$ cat src/logic/qeciphy_tx_consts.svh
/* Fixed frame constants of the transmit framer
   Frame and group lengths, FAW pattern, control tags, CRC-16 polynomial and seed */
`ifndef QECIPHY_TX_CONSTS_SVH
`define QECIPHY_TX_CONSTS_SVH

// Frame schedule
`define QECIPHY_FRAME_SLOTS 64
`define QECIPHY_GROUP_DATA 6

// Alignment word content
`define QECIPHY_FAW_PATTERN 16'hF628

// Control word tags
`define QECIPHY_CTRL_TAG_FAW 8'hA5
`define QECIPHY_CTRL_TAG_CRC 8'h3C

// CRC-16-CCITT, MSB first, no reflection, no final XOR
`define QECIPHY_CRC_POLY 16'h1021
`define QECIPHY_CRC_SEED 16'hFFFF

`endif

$ cat src/logic/qeciphy_frame_pkg.sv
/* Transmit word types
   Data word, CRC value and the 32-bit word with its data and control views */
package qeciphy_frame_pkg;

   // One payload word from the input stream
   typedef logic [31:0] tx_data_t;

   // Running and final CRC-16
   typedef logic [15:0] crc_t;

   // Control view of an output word
   typedef struct packed {
      logic [7:0]  tag;
      logic [7:0]  rsvd;
      // FAW pattern or CRC value
      logic [15:0] value;
   } tx_ctrl_t;

   // Output word, decoded by slot kind
   typedef union packed {
      tx_data_t data;
      tx_ctrl_t ctrl;
   } tx_word_u;

endpackage

$ cat src/logic/qeciphy_slot_pkg.sv
/* Slot kinds of the transmit frame schedule */
package qeciphy_slot_pkg;

   // Kind of the current slot in the 64-slot frame
   typedef enum logic [1:0] {
      SLOT_DATA = 2'd0,
      SLOT_FAW  = 2'd1,
      SLOT_CRC  = 2'd2
   } slot_kind_e;

endpackage

$ cat src/logic/qeciphy_boundary_if.sv
/* Boundary flags and slot advance strobe shared by the framer blocks */
`timescale 1ns/1ns

interface qeciphy_boundary_if
   import qeciphy_slot_pkg::*;
();

   // Flags describe the current slot
   logic       faw_boundary;
   logic       almost_faw_boundary;
   logic       crc_boundary;
   slot_kind_e slot_kind;
   // One cycle high when the current slot is taken into the output register
   logic       slot_adv;

   modport gen (
      output faw_boundary,
      output almost_faw_boundary,
      output crc_boundary,
      output slot_kind,
      input  slot_adv
   );

   modport mux (
      input  faw_boundary,
      input  almost_faw_boundary,
      input  crc_boundary,
      input  slot_kind,
      output slot_adv
   );

   modport mon (
      input faw_boundary,
      input almost_faw_boundary,
      input crc_boundary,
      input slot_kind,
      input slot_adv
   );

endinterface

$ cat src/logic/qeciphy_tx_boundary_gen.sv
/* Slot counter of the transmit frame schedule
   Marks FAW, almost-FAW and CRC boundaries of the current slot */
`timescale 1ns/1ns
`include "qeciphy_tx_consts.svh"

module qeciphy_tx_boundary_gen
   import qeciphy_slot_pkg::*;
(
   input logic             clk_i,
   input logic             rst_n_i,
   qeciphy_boundary_if.gen bnd
);

   localparam logic [5:0] LAST_SLOT = 6'(`QECIPHY_FRAME_SLOTS - 1);
   localparam logic [2:0] CRC_POS   = 3'(`QECIPHY_GROUP_DATA);

   logic [5:0] slot_cnt_q;
   // Position in the current group, 0 to 5 are data, 6 is the CRC word
   logic [2:0] grp_pos_q;
   logic       faw_slot;
   logic       crc_slot;

   assign faw_slot = (slot_cnt_q == 6'd0);
   assign crc_slot = !faw_slot && (grp_pos_q == CRC_POS);

   always_ff @(posedge clk_i) begin
      if (!rst_n_i) begin
         slot_cnt_q <= '0;
         grp_pos_q  <= '0;
      end else if (bnd.slot_adv) begin
         slot_cnt_q <= (slot_cnt_q == LAST_SLOT) ? 6'd0 : slot_cnt_q + 6'd1;
         // New group starts after the FAW and after every CRC word
         if (faw_slot || crc_slot) begin
            grp_pos_q <= '0;
         end else begin
            grp_pos_q <= grp_pos_q + 3'd1;
         end
      end
   end

   assign bnd.faw_boundary        = faw_slot;
   // Slot 63 is the last CRC word of the frame
   assign bnd.almost_faw_boundary = (slot_cnt_q == LAST_SLOT);
   assign bnd.crc_boundary        = crc_slot;

   always_comb begin
      if (faw_slot) begin
         bnd.slot_kind = SLOT_FAW;
      end else if (crc_slot) begin
         bnd.slot_kind = SLOT_CRC;
      end else begin
         bnd.slot_kind = SLOT_DATA;
      end
   end

endmodule

$ cat src/logic/qeciphy_tx_crc_calc.sv
/* Running CRC-16-CCITT over the data words of the current group
   Reloads the seed when the CRC slot is sent */
`timescale 1ns/1ns
`include "qeciphy_tx_consts.svh"

module qeciphy_tx_crc_calc
   import qeciphy_frame_pkg::*, qeciphy_slot_pkg::*;
(
   input  logic            clk_i,
   input  logic            rst_n_i,
   input  tx_data_t        in_data_i,
   qeciphy_boundary_if.mon bnd,
   output crc_t            crc_o
);

   crc_t crc_q;
   crc_t crc_next;
   logic data_adv;
   logic seed_adv;

   // Fold one word into the CRC, bit 31 first
   function automatic crc_t crc16_word(input crc_t crc_in, input tx_data_t word);
      crc_t crc;
      logic fb;
      crc = crc_in;
      for (int i = 31; i >= 0; i--) begin
         fb  = crc[15] ^ word[i];
         crc = {crc[14:0], 1'b0};
         if (fb) begin
            crc = crc ^ `QECIPHY_CRC_POLY;
         end
      end
      return crc;
   endfunction

   assign data_adv = bnd.slot_adv && (bnd.slot_kind == SLOT_DATA);
   assign seed_adv = bnd.slot_adv && bnd.crc_boundary;
   assign crc_next = crc16_word(crc_q, in_data_i);

   always_ff @(posedge clk_i) begin
      if (!rst_n_i) begin
         crc_q <= `QECIPHY_CRC_SEED;
      end else if (seed_adv) begin
         crc_q <= `QECIPHY_CRC_SEED;
      end else if (data_adv) begin
         crc_q <= crc_next;
      end
   end

   // Complete value is read by the mux on the CRC slot edge
   assign crc_o = crc_q;

endmodule

$ cat src/logic/qeciphy_tx_word_mux.sv
/* Output word register of the transmit framer
   Picks FAW, CRC or data for each slot and holds under back-pressure */
`timescale 1ns/1ns
`include "qeciphy_tx_consts.svh"

module qeciphy_tx_word_mux
   import qeciphy_frame_pkg::*, qeciphy_slot_pkg::*;
(
   input  logic            clk_i,
   input  logic            rst_n_i,
   input  logic            enable_i,
   input  logic            in_valid_i,
   input  tx_data_t        in_data_i,
   output logic            in_ready_o,
   input  crc_t            crc_i,
   qeciphy_boundary_if.mux bnd,
   output logic            out_valid_o,
   output tx_word_u        out_data_o,
   output slot_kind_e      out_kind_o,
   input  logic            out_ready_i
);

   logic       out_valid_q;
   tx_word_u   out_word_q;
   slot_kind_e out_kind_q;
   tx_word_u   next_word;
   logic       reg_free;
   logic       data_slot;
   logic       fire;

   // Register can take a word when empty or being drained this cycle
   assign reg_free  = !out_valid_q || out_ready_i;
   assign data_slot = (bnd.slot_kind == SLOT_DATA);

   assign in_ready_o   = enable_i && reg_free && data_slot;
   // Control slots need no input word
   assign fire         = enable_i && reg_free && (data_slot ? in_valid_i : 1'b1);
   assign bnd.slot_adv = fire;

   always_comb begin
      next_word = '0;
      if (bnd.faw_boundary) begin
         next_word.ctrl.tag   = `QECIPHY_CTRL_TAG_FAW;
         next_word.ctrl.value = `QECIPHY_FAW_PATTERN;
      end else if (bnd.crc_boundary) begin
         next_word.ctrl.tag   = `QECIPHY_CTRL_TAG_CRC;
         next_word.ctrl.value = crc_i;
      end else begin
         next_word.data = in_data_i;
      end
   end

   always_ff @(posedge clk_i) begin
      if (!rst_n_i) begin
         out_valid_q <= 1'b0;
      end else if (fire) begin
         out_valid_q <= 1'b1;
      end else if (out_ready_i) begin
         out_valid_q <= 1'b0;
      end
   end

   always_ff @(posedge clk_i) begin
      if (fire) begin
         out_word_q <= next_word;
         out_kind_q <= bnd.slot_kind;
      end
   end

   assign out_valid_o = out_valid_q;
   assign out_data_o  = out_word_q;
   assign out_kind_o  = out_kind_q;

endmodule

$ cat src/logic/qeciphy_tx_boundary_checker.sv
/* Slot-level monitor of the FAW and CRC boundary sequence
   Raises a sticky error on any illegal boundary */
`timescale 1ns/1ns
`include "qeciphy_tx_consts.svh"

module qeciphy_tx_boundary_checker
   import qeciphy_slot_pkg::*;
(
   input  logic            clk_i,
   input  logic            rst_n_i,
   qeciphy_boundary_if.mon bnd,
   output logic            error_o
);

   localparam logic [6:0] FRAME_LEN = 7'(`QECIPHY_FRAME_SLOTS);
   localparam logic [2:0] GROUP_LEN = 3'(`QECIPHY_GROUP_DATA);

   logic       seen_faw_q;
   // Slots sent since the last FAW, the FAW itself counts as one
   logic [6:0] frame_cnt_q;
   logic [2:0] data_run_q;
   logic       prev_almost_q;
   logic       error_q;
   logic       crc_bad;
   logic       faw_bad;

   assign crc_bad = bnd.crc_boundary && (!seen_faw_q || (data_run_q != GROUP_LEN));
   // Checks against the previous frame apply from the second FAW on
   assign faw_bad = bnd.faw_boundary && seen_faw_q &&
                    ((frame_cnt_q != FRAME_LEN) || !prev_almost_q);

   always_ff @(posedge clk_i) begin
      if (!rst_n_i) begin
         seen_faw_q    <= 1'b0;
         frame_cnt_q   <= '0;
         data_run_q    <= '0;
         prev_almost_q <= 1'b0;
         error_q       <= 1'b0;
      end else if (bnd.slot_adv) begin
         prev_almost_q <= bnd.almost_faw_boundary;
         if (bnd.faw_boundary) begin
            seen_faw_q  <= 1'b1;
            frame_cnt_q <= 7'd1;
         end else if (frame_cnt_q != 7'h7f) begin
            frame_cnt_q <= frame_cnt_q + 7'd1;
         end
         // Run of data slots since the last control word, saturating
         if (bnd.slot_kind != SLOT_DATA) begin
            data_run_q <= '0;
         end else if (data_run_q != 3'd7) begin
            data_run_q <= data_run_q + 3'd1;
         end
         if (crc_bad || faw_bad) begin
            error_q <= 1'b1;
         end
      end
   end

   assign error_o = error_q;

endmodule

$ cat src/logic/qeciphy_tx_top.sv
/* Top level of the transmit framing stage
   Boundary generator and CRC calculator feed the output word mux, checked by a monitor */
`timescale 1ns/1ns

module qeciphy_tx_top
   import qeciphy_frame_pkg::*, qeciphy_slot_pkg::*;
(
   input  logic        clk_i,
   input  logic        rst_n_i,
   input  logic        enable_i,
   // Input word stream
   input  logic        in_valid_i,
   input  tx_data_t    in_data_i,
   output logic        in_ready_o,
   // Framed output stream
   output logic        out_valid_o,
   output logic [31:0] out_data_o,
   output slot_kind_e  out_kind_o,
   input  logic        out_ready_i,
   // Sticky boundary error
   output logic        error_o
);

   crc_t     crc;
   tx_word_u out_word;

   qeciphy_boundary_if bnd ();

   qeciphy_tx_boundary_gen u_boundary_gen (
      .clk_i   (clk_i),
      .rst_n_i (rst_n_i),
      .bnd     (bnd.gen)
   );

   qeciphy_tx_crc_calc u_crc_calc (
      .clk_i     (clk_i),
      .rst_n_i   (rst_n_i),
      .in_data_i (in_data_i),
      .bnd       (bnd.mon),
      .crc_o     (crc)
   );

   qeciphy_tx_word_mux u_word_mux (
      .clk_i       (clk_i),
      .rst_n_i     (rst_n_i),
      .enable_i    (enable_i),
      .in_valid_i  (in_valid_i),
      .in_data_i   (in_data_i),
      .in_ready_o  (in_ready_o),
      .crc_i       (crc),
      .bnd         (bnd.mux),
      .out_valid_o (out_valid_o),
      .out_data_o  (out_word),
      .out_kind_o  (out_kind_o),
      .out_ready_i (out_ready_i)
   );

   qeciphy_tx_boundary_checker u_boundary_checker (
      .clk_i   (clk_i),
      .rst_n_i (rst_n_i),
      .bnd     (bnd.mon),
      .error_o (error_o)
   );

   // Union leaves the top as a flat 32-bit word
   assign out_data_o = out_word;

endmodule

$ cat config.mk
export PLATFORM = sky130hd
export DESIGN_NAME = qeciphy_tx_top
export DESIGN_NICKNAME = d
export VERILOG_FILES = /design/src/logic/qeciphy_frame_pkg.sv /design/src/logic/qeciphy_slot_pkg.sv /design/src/logic/qeciphy_boundary_if.sv /design/src/logic/qeciphy_tx_boundary_gen.sv /design/src/logic/qeciphy_tx_crc_calc.sv /design/src/logic/qeciphy_tx_word_mux.sv /design/src/logic/qeciphy_tx_boundary_checker.sv /design/src/logic/qeciphy_tx_top.sv
export VERILOG_INCLUDE_DIRS = /design/src /design/src/logic
export SDC_FILE = /design/constraint.sdc
export NUM_CORES = 1
export LEC_CHECK = 0
export BUFFER_PORTS_ARGS = -buffer_cell sky130_fd_sc_hd__buf_2
export CAP_MARGIN = 25
export CELL_PAD_IN_SITES_DETAIL_PLACEMENT = 1
export CELL_PAD_IN_SITES_GLOBAL_PLACEMENT = 2
export CORE_MARGIN = 5
export CORE_UTILIZATION = 30
export CTS_BUF_LIST = sky130_fd_sc_hd__clkbuf_16
export CTS_CLUSTER_DIAMETER = 30
export DETAILED_ROUTE_END_ITERATION = 10
export PLACE_DENSITY = 0.64
export SYNTH_ARGS = -nofsm -noshare
export SYNTH_HDL_FRONTEND = slang
export SYNTH_HIERARCHICAL = 1
export SYNTH_SLANG_ARGS = --single-unit
$ cat constraint.sdc
create_clock -name clk_i -period 13 [get_ports clk_i]
set_input_delay 1.95 -clock clk_i [delete_from_list [all_inputs] [get_ports clk_i]]
set_output_delay 1.95 -clock clk_i [all_outputs]
set_load 0.01 [all_outputs]
Word-level counts from Yosys, hierarchy flattened
Index checks and enable logic that the tools add are counted.

cells by class
  add/subtract/negate cells = 4
  equal/unequal tests = 6
  multiplexer cells = 45
  bitwise operators = 65
  reductions and logical operators = 30

operators by type and width
  operator             count
  $mux 13              32
  $not 3->3            32
  $xor 1x1->1          32
  $mux 16              1
  $mux 7               2
  $ne 7x7->1 const B   2
  $logic_and 1x1->1    9
  $mux 3               3
  $mux 8               1
  $reduce_and 2->1     4
  $reduce_bool 2->1    4
  $add 7x1->7 const B  1
  $add 3x1->3 const B  2
  $add 6x1->6 const B  1
  $eq 6x6->1 const B   1
  $logic_not 6->1      1
  $mux 6               1
  $ne 3x3->1 const B   2
  $logic_or 1x1->1     5
  $logic_not 1->1      4
  $mux 2               2
  $reduce_or 2->1      2
  $eq 3x3->1 const B   1
  $mux 1               3
  other kinds (2)      2

storage, ports and cells
  bits in registers = 73
  output and inout bits = 37

Longest topological paths before layout
  depth in word-level cells = 64
  gate-level depth with buffers = 12
  gate-level depth less buffers = 10

Modules after synthesis
The synthesis kept the hierarchy.

modules (own cells, without submodules)
  module                       times used  cells an instance  area each (µm²)  sequential area each (µm²)
  qeciphy_tx_crc_calc          1           157                1671.6           320.3
  qeciphy_tx_word_mux          1           98                 1480.2           1041.0
  qeciphy_tx_boundary_checker  1           77                 724.4            260.2
  qeciphy_tx_boundary_gen      1           60                 535.5            180.2

Worst setup path after synthesis
No wires, ideal clock.

  path type = input to register
  start = input port out_ready_i
  end = register u_crc_calc.crc_q[0] (netlist: u_crc_calc/crc_o[0])
  library setup time = 0.079 ns
  data arrival time = 5.970 ns
  required time = 12.921 ns
  path slack = 6.951 ns
  cell stages on the path = 5
  buffers on the path = 1
  cells stage by stage = nor2b_1 -> nor3b_1 -> a21boi_1 -> clkbuf_1 -> o211ai_1

between the ends
  longest elaborated chain between the ends = 5
  elaborated cells between the ends (all ways) = 6
  those cells by class = reduce/logical: 6

ends and longest elaborated chain
  item                              line                       RTL
  start: declaration                qeciphy_tx_top.sv:19       input logic out_ready_i,
  $logic_or 1x1->1 *                qeciphy_tx_word_mux.sv:32  assign reg_free = !out_valid_q || out_ready_i;
  $logic_and 1x1->1 * (2 in a row)  qeciphy_tx_word_mux.sv:37  assign fire = enable_i && reg_free && (data_slot ? in_valid_i : 1'b1);
  via bnd.slot_adv                  qeciphy_boundary_if.sv:14  logic slot_adv;
  $logic_and 1x1->1                 qeciphy_tx_crc_calc.sv:37  assign seed_adv = bnd.slot_adv && bnd.crc_boundary;
  $reduce_or 2->1 (no line)         n/a
  end signal: assignment            qeciphy_tx_crc_calc.sv:42  crc_q <= `QECIPHY_CRC_SEED;
  end signal: assignment            qeciphy_tx_crc_calc.sv:44  crc_q <= `QECIPHY_CRC_SEED;
  end signal: assignment            qeciphy_tx_crc_calc.sv:46  crc_q <= crc_next;
  end: declaration                  qeciphy_tx_crc_calc.sv:16  crc_t crc_q;

Mark *: on every way through the listed nets, which the timed path passes. The rest lies on a longest branch.
A chain may end at the register's enable or synchronous reset.

Final worst setup path
  start = input port out_ready_i
  end = output port in_ready_o

between the ends
  longest elaborated chain between the ends = 3

ends and longest elaborated chain
  item                            line                       RTL
  $logic_or 1x1->1                qeciphy_tx_word_mux.sv:32
  $logic_and 1x1->1 (2 in a row)  qeciphy_tx_word_mux.sv:35  assign in_ready_o = enable_i && reg_free && data_slot;
  end: declaration                qeciphy_tx_top.sv:14       output logic in_ready_o,

No other way between the ends.

==> flow_metrics.tcl <==
set metrics [dict create \
    io_buffers 73 \
    layout-drive-gt1-share_pct 23.8 \
    hpwl_mm 8.05 \
    ys_ff_latch 73 \
    p_leak_uw 0.00216 \
    synth_top_area_cell "edfxtp_1" \
    syn_avg_cell_area_um2 11.3 \
    async_flop_share_pct 0 \
    r2r-start "u_boundary_gen/slot_cnt_q[0]" \
    critical_path.max_fanout 3 \
    finalHoldViolations 0 \
    switching_power_uw 571 \
    hold_depth 2 \
    grt_use_total_pct 13.4 \
    hp-start "u_boundary_checker/frame_cnt_q[1]" \
    power.density_nw_per_um2 284 \
    synth_common_cells "xnor2_1, dfxtp_1, edfxtp_1, nor2_1, xor2_1" \
    pwr-share-clk_pct 17.2 \
    outcome "finished, final reports clean" \
    grt_start_max_net_pins 51 \
    rsz0062_at_grt "false" \
    overflow 0 \
    die_height_um 131 \
    area_growth_pct 18.7 \
    cts.path.max_buffers 2 \
    fin_crit_ps 4480 \
    cp_common_cell "buf_2" \
    drc 0 \
    maxCapViolations 0 \
    ys_seq_area_share_pct 40.8 \
    r2r_cells 10 \
    yosysWarnings 6 \
    start_util_pct 30.5 \
    seqPwrFrac_pct 19.3 \
    grt_first_pass_wirelength_mm 18.5 \
    synth.distinct_cells 61 \
    slew_headroom_pct 44.6 \
    vias_per_cell 4.71 \
    worstMarginPinSlew_ps 828 \
    r2r_slack_ps 9250 \
    cts_buffers 9 \
    vias 3083 \
    postCtsSetupRepairBufs 0 \
    rows 44 \
    root_buffer "clkbuf_16" \
    critPathSlowestCell "nor2b_1" \
    fin_crit_sh_pct 34.5 \
    die-area_um2 17200 \
    drtPass1Iterations 4 \
    seq_area_um2 1800 \
    switching_share_pct 38.4 \
    intPower_uw 915 \
    fmax_mhz 223 \
    synth_area_um2 4410 \
    multi_input_area_um2 2470 \
    finalSetupTns_ps 0 \
    worstSetupEndpointType "output pin" \
    whs_endpoint "u_boundary_checker/frame_cnt_q[1]" \
    die_x_um 131 \
    ioPinCount 74 \
    worstReg2RegEnd "u_crc_calc/crc_o[8]" \
    clock_latency_ps 340 \
    syn-num-nets 438 \
    diodes 0 \
    place_congestion 0.758 \
    required_ps 11050 \
    fillers 1624 \
    worstPathCellList "buf_2 > nor2b_1 > nor4b_1 > buf_2" \
    num-nets-final 511 \
    synthTopCellsByArea "edfxtp_1, dfxtp_1, xnor2_1, xnor3_1, xor2_1" \
    critPathLaunchType "primary input" \
    wirelength_mm 11.1 \
    dpl_worst_slack_ps 8180 \
    antenna_found_initial 0 \
    arrival_ps 2530 \
    synthCells 392 \
    worstSetupPathType "in -> out" \
    slew_violations 0 \
    grt_pass1_vias 3354 \
    cts_tree "built" \
    ant_nets 0 \
    skew_ps 6.86 \
    finalSetupViolations 0 \
    synthFlopType "dfxtp_1" \
    hold_path.class "reg -> reg" \
    first_iter_violations 143 \
    cts_resized 0 \
    cts.sinks 73 \
    yosysMostFrequentCell "xnor2_1" \
    coreArea_um2 14500 \
    hold_buffers 0 \
    final.setup.worst_slack_ps 8520 \
    synth.top_cell.area_share_pct 23.1 \
    p_comb_share_pct 63.5 \
    irDropWorstVdd_mv 0.156 \
    synth-edff-count 34 \
    clk_pin_slew_worst_paths_ps 60 \
    max_stage_delay_ps 250 \
    wl_per_cell_um 17.0 \
    cts-htree-levels 3 \
]
-- critical path: cells and delay by family --
family | cells | cell delay [ps]
buffers and inverters | 2 | 250
and+or+nand+nor | 2 | 340
-- per-layer routing --
| metal | share of wire (%) | wire length, µm | GRT usage, % |
|---|---|---|---|
| met3 | 2.8 | 315 | 2.91 |
| met1 | 50 | 5570 | 18.0 |
| met5 | 0 | 0 | 0 |
| met4 | 1.8 | 204 | 5.49 |
| met2 | 45 | 5040 | 21.0 |
-- flip-flops by register name, indices dropped and copies added, names as in the netlist --
| name | cells |
|---|---|
| u_boundary_checker/data_run_q | 3 |
| u_boundary_gen/slot_cnt_q | 6 |
| u_boundary_checker/error_o | 1 |
| u_word_mux/out_kind_o | 2 |
| u_boundary_gen/grp_pos_q | 3 |
| u_word_mux/out_valid_o | 1 |
| u_boundary_checker/prev_almost_q | 1 |
| u_boundary_checker/frame_cnt_q | 7 |
| u_boundary_checker/seen_faw_q | 1 |
| u_crc_calc/crc_o | 16 |
| u_word_mux/out_data_o | 32 |
-- area by class of cell --
cell class / instances / area share (%)
Inverter: 9 / 0.645
Multi-Input combinational cell: 295 / 47.2
Sequential cell: 73 / 34.4
Clock inverter: 6 / 1.07
Clock buffer: 10 / 4.78
Tap cell: 184 / 4.39
Timing Repair Buffer: 77 / 7.55
-- power groups by stage --
stage	clock network [µW]	registers (µW)	logic [µW]
floorplan	0	297	772
global placement	0	291	946
detailed placement	0	291	946
CTS	267	287	958
global route	277	290	1010
finish	256	286	944
-- cells in the final DEF (no fill, tap or decap), types with 6 or more instances in the layout --
cell	synthesis	final
buf_2	3	73
o211ai_1	14	14
edfxtp_1	34	34
xnor3_1	10	10
o21ai_1	6	6
dfxtp_1	39	39
a211o_1	8	8
inv_1	9	10
and2_1	14	14
nand2_1	23	23
nor2b_1	13	13
xnor2_1	54	54
ha_1	9	9
mux2i_1	10	10
xor2_1	25	25
clkbuf_16	0	10
nor2_1	30	28
-- metrics by stage --
stage	power (µW)	area, µm²	hold WS (ps)	std cells	utilization, %
2_1_floorplan	1070	4410	454	392	-
3_3_place_gp	1240	4930	476	638	34.1
3_5_place_dp	1240	4930	497	638	34.1
4_1_cts	1510	5240	507	654	36.2
5_1_grt	1580	5240	533	654	36.2
6_report	1490	5240	497	654	36.2
-- worst max path at each step --
stage,start,endpoint,slack (ps),cells past startpoint
4_1_cts,out_ready_i,in_ready_o,8500,4
2_1_floorplan,out_ready_i,u_crc_calc/crc_o[0],6950,5
3_3_place_gp,in_data_i[30],u_crc_calc/crc_o[14],8310,9
3_5_place_dp,in_data_i[30],u_crc_calc/crc_o[14],8180,9
6_report,out_ready_i,in_ready_o,8520,4
5_1_grt,out_ready_i,in_ready_o,8400,4
-- logic make-up after synthesis --
| logic type | share of synthesized area [%] |
|---|---|
| buf+inv | 3.49 |
| simple gates | 13.8 |
| flops | 40.8 |
| xor+xnor | 26.2 |
| mux | 2.27 |
| fa+ha+maj | 2.55 |
| compound gates | 10.8 |
Power figures use the tool's default switching activity.
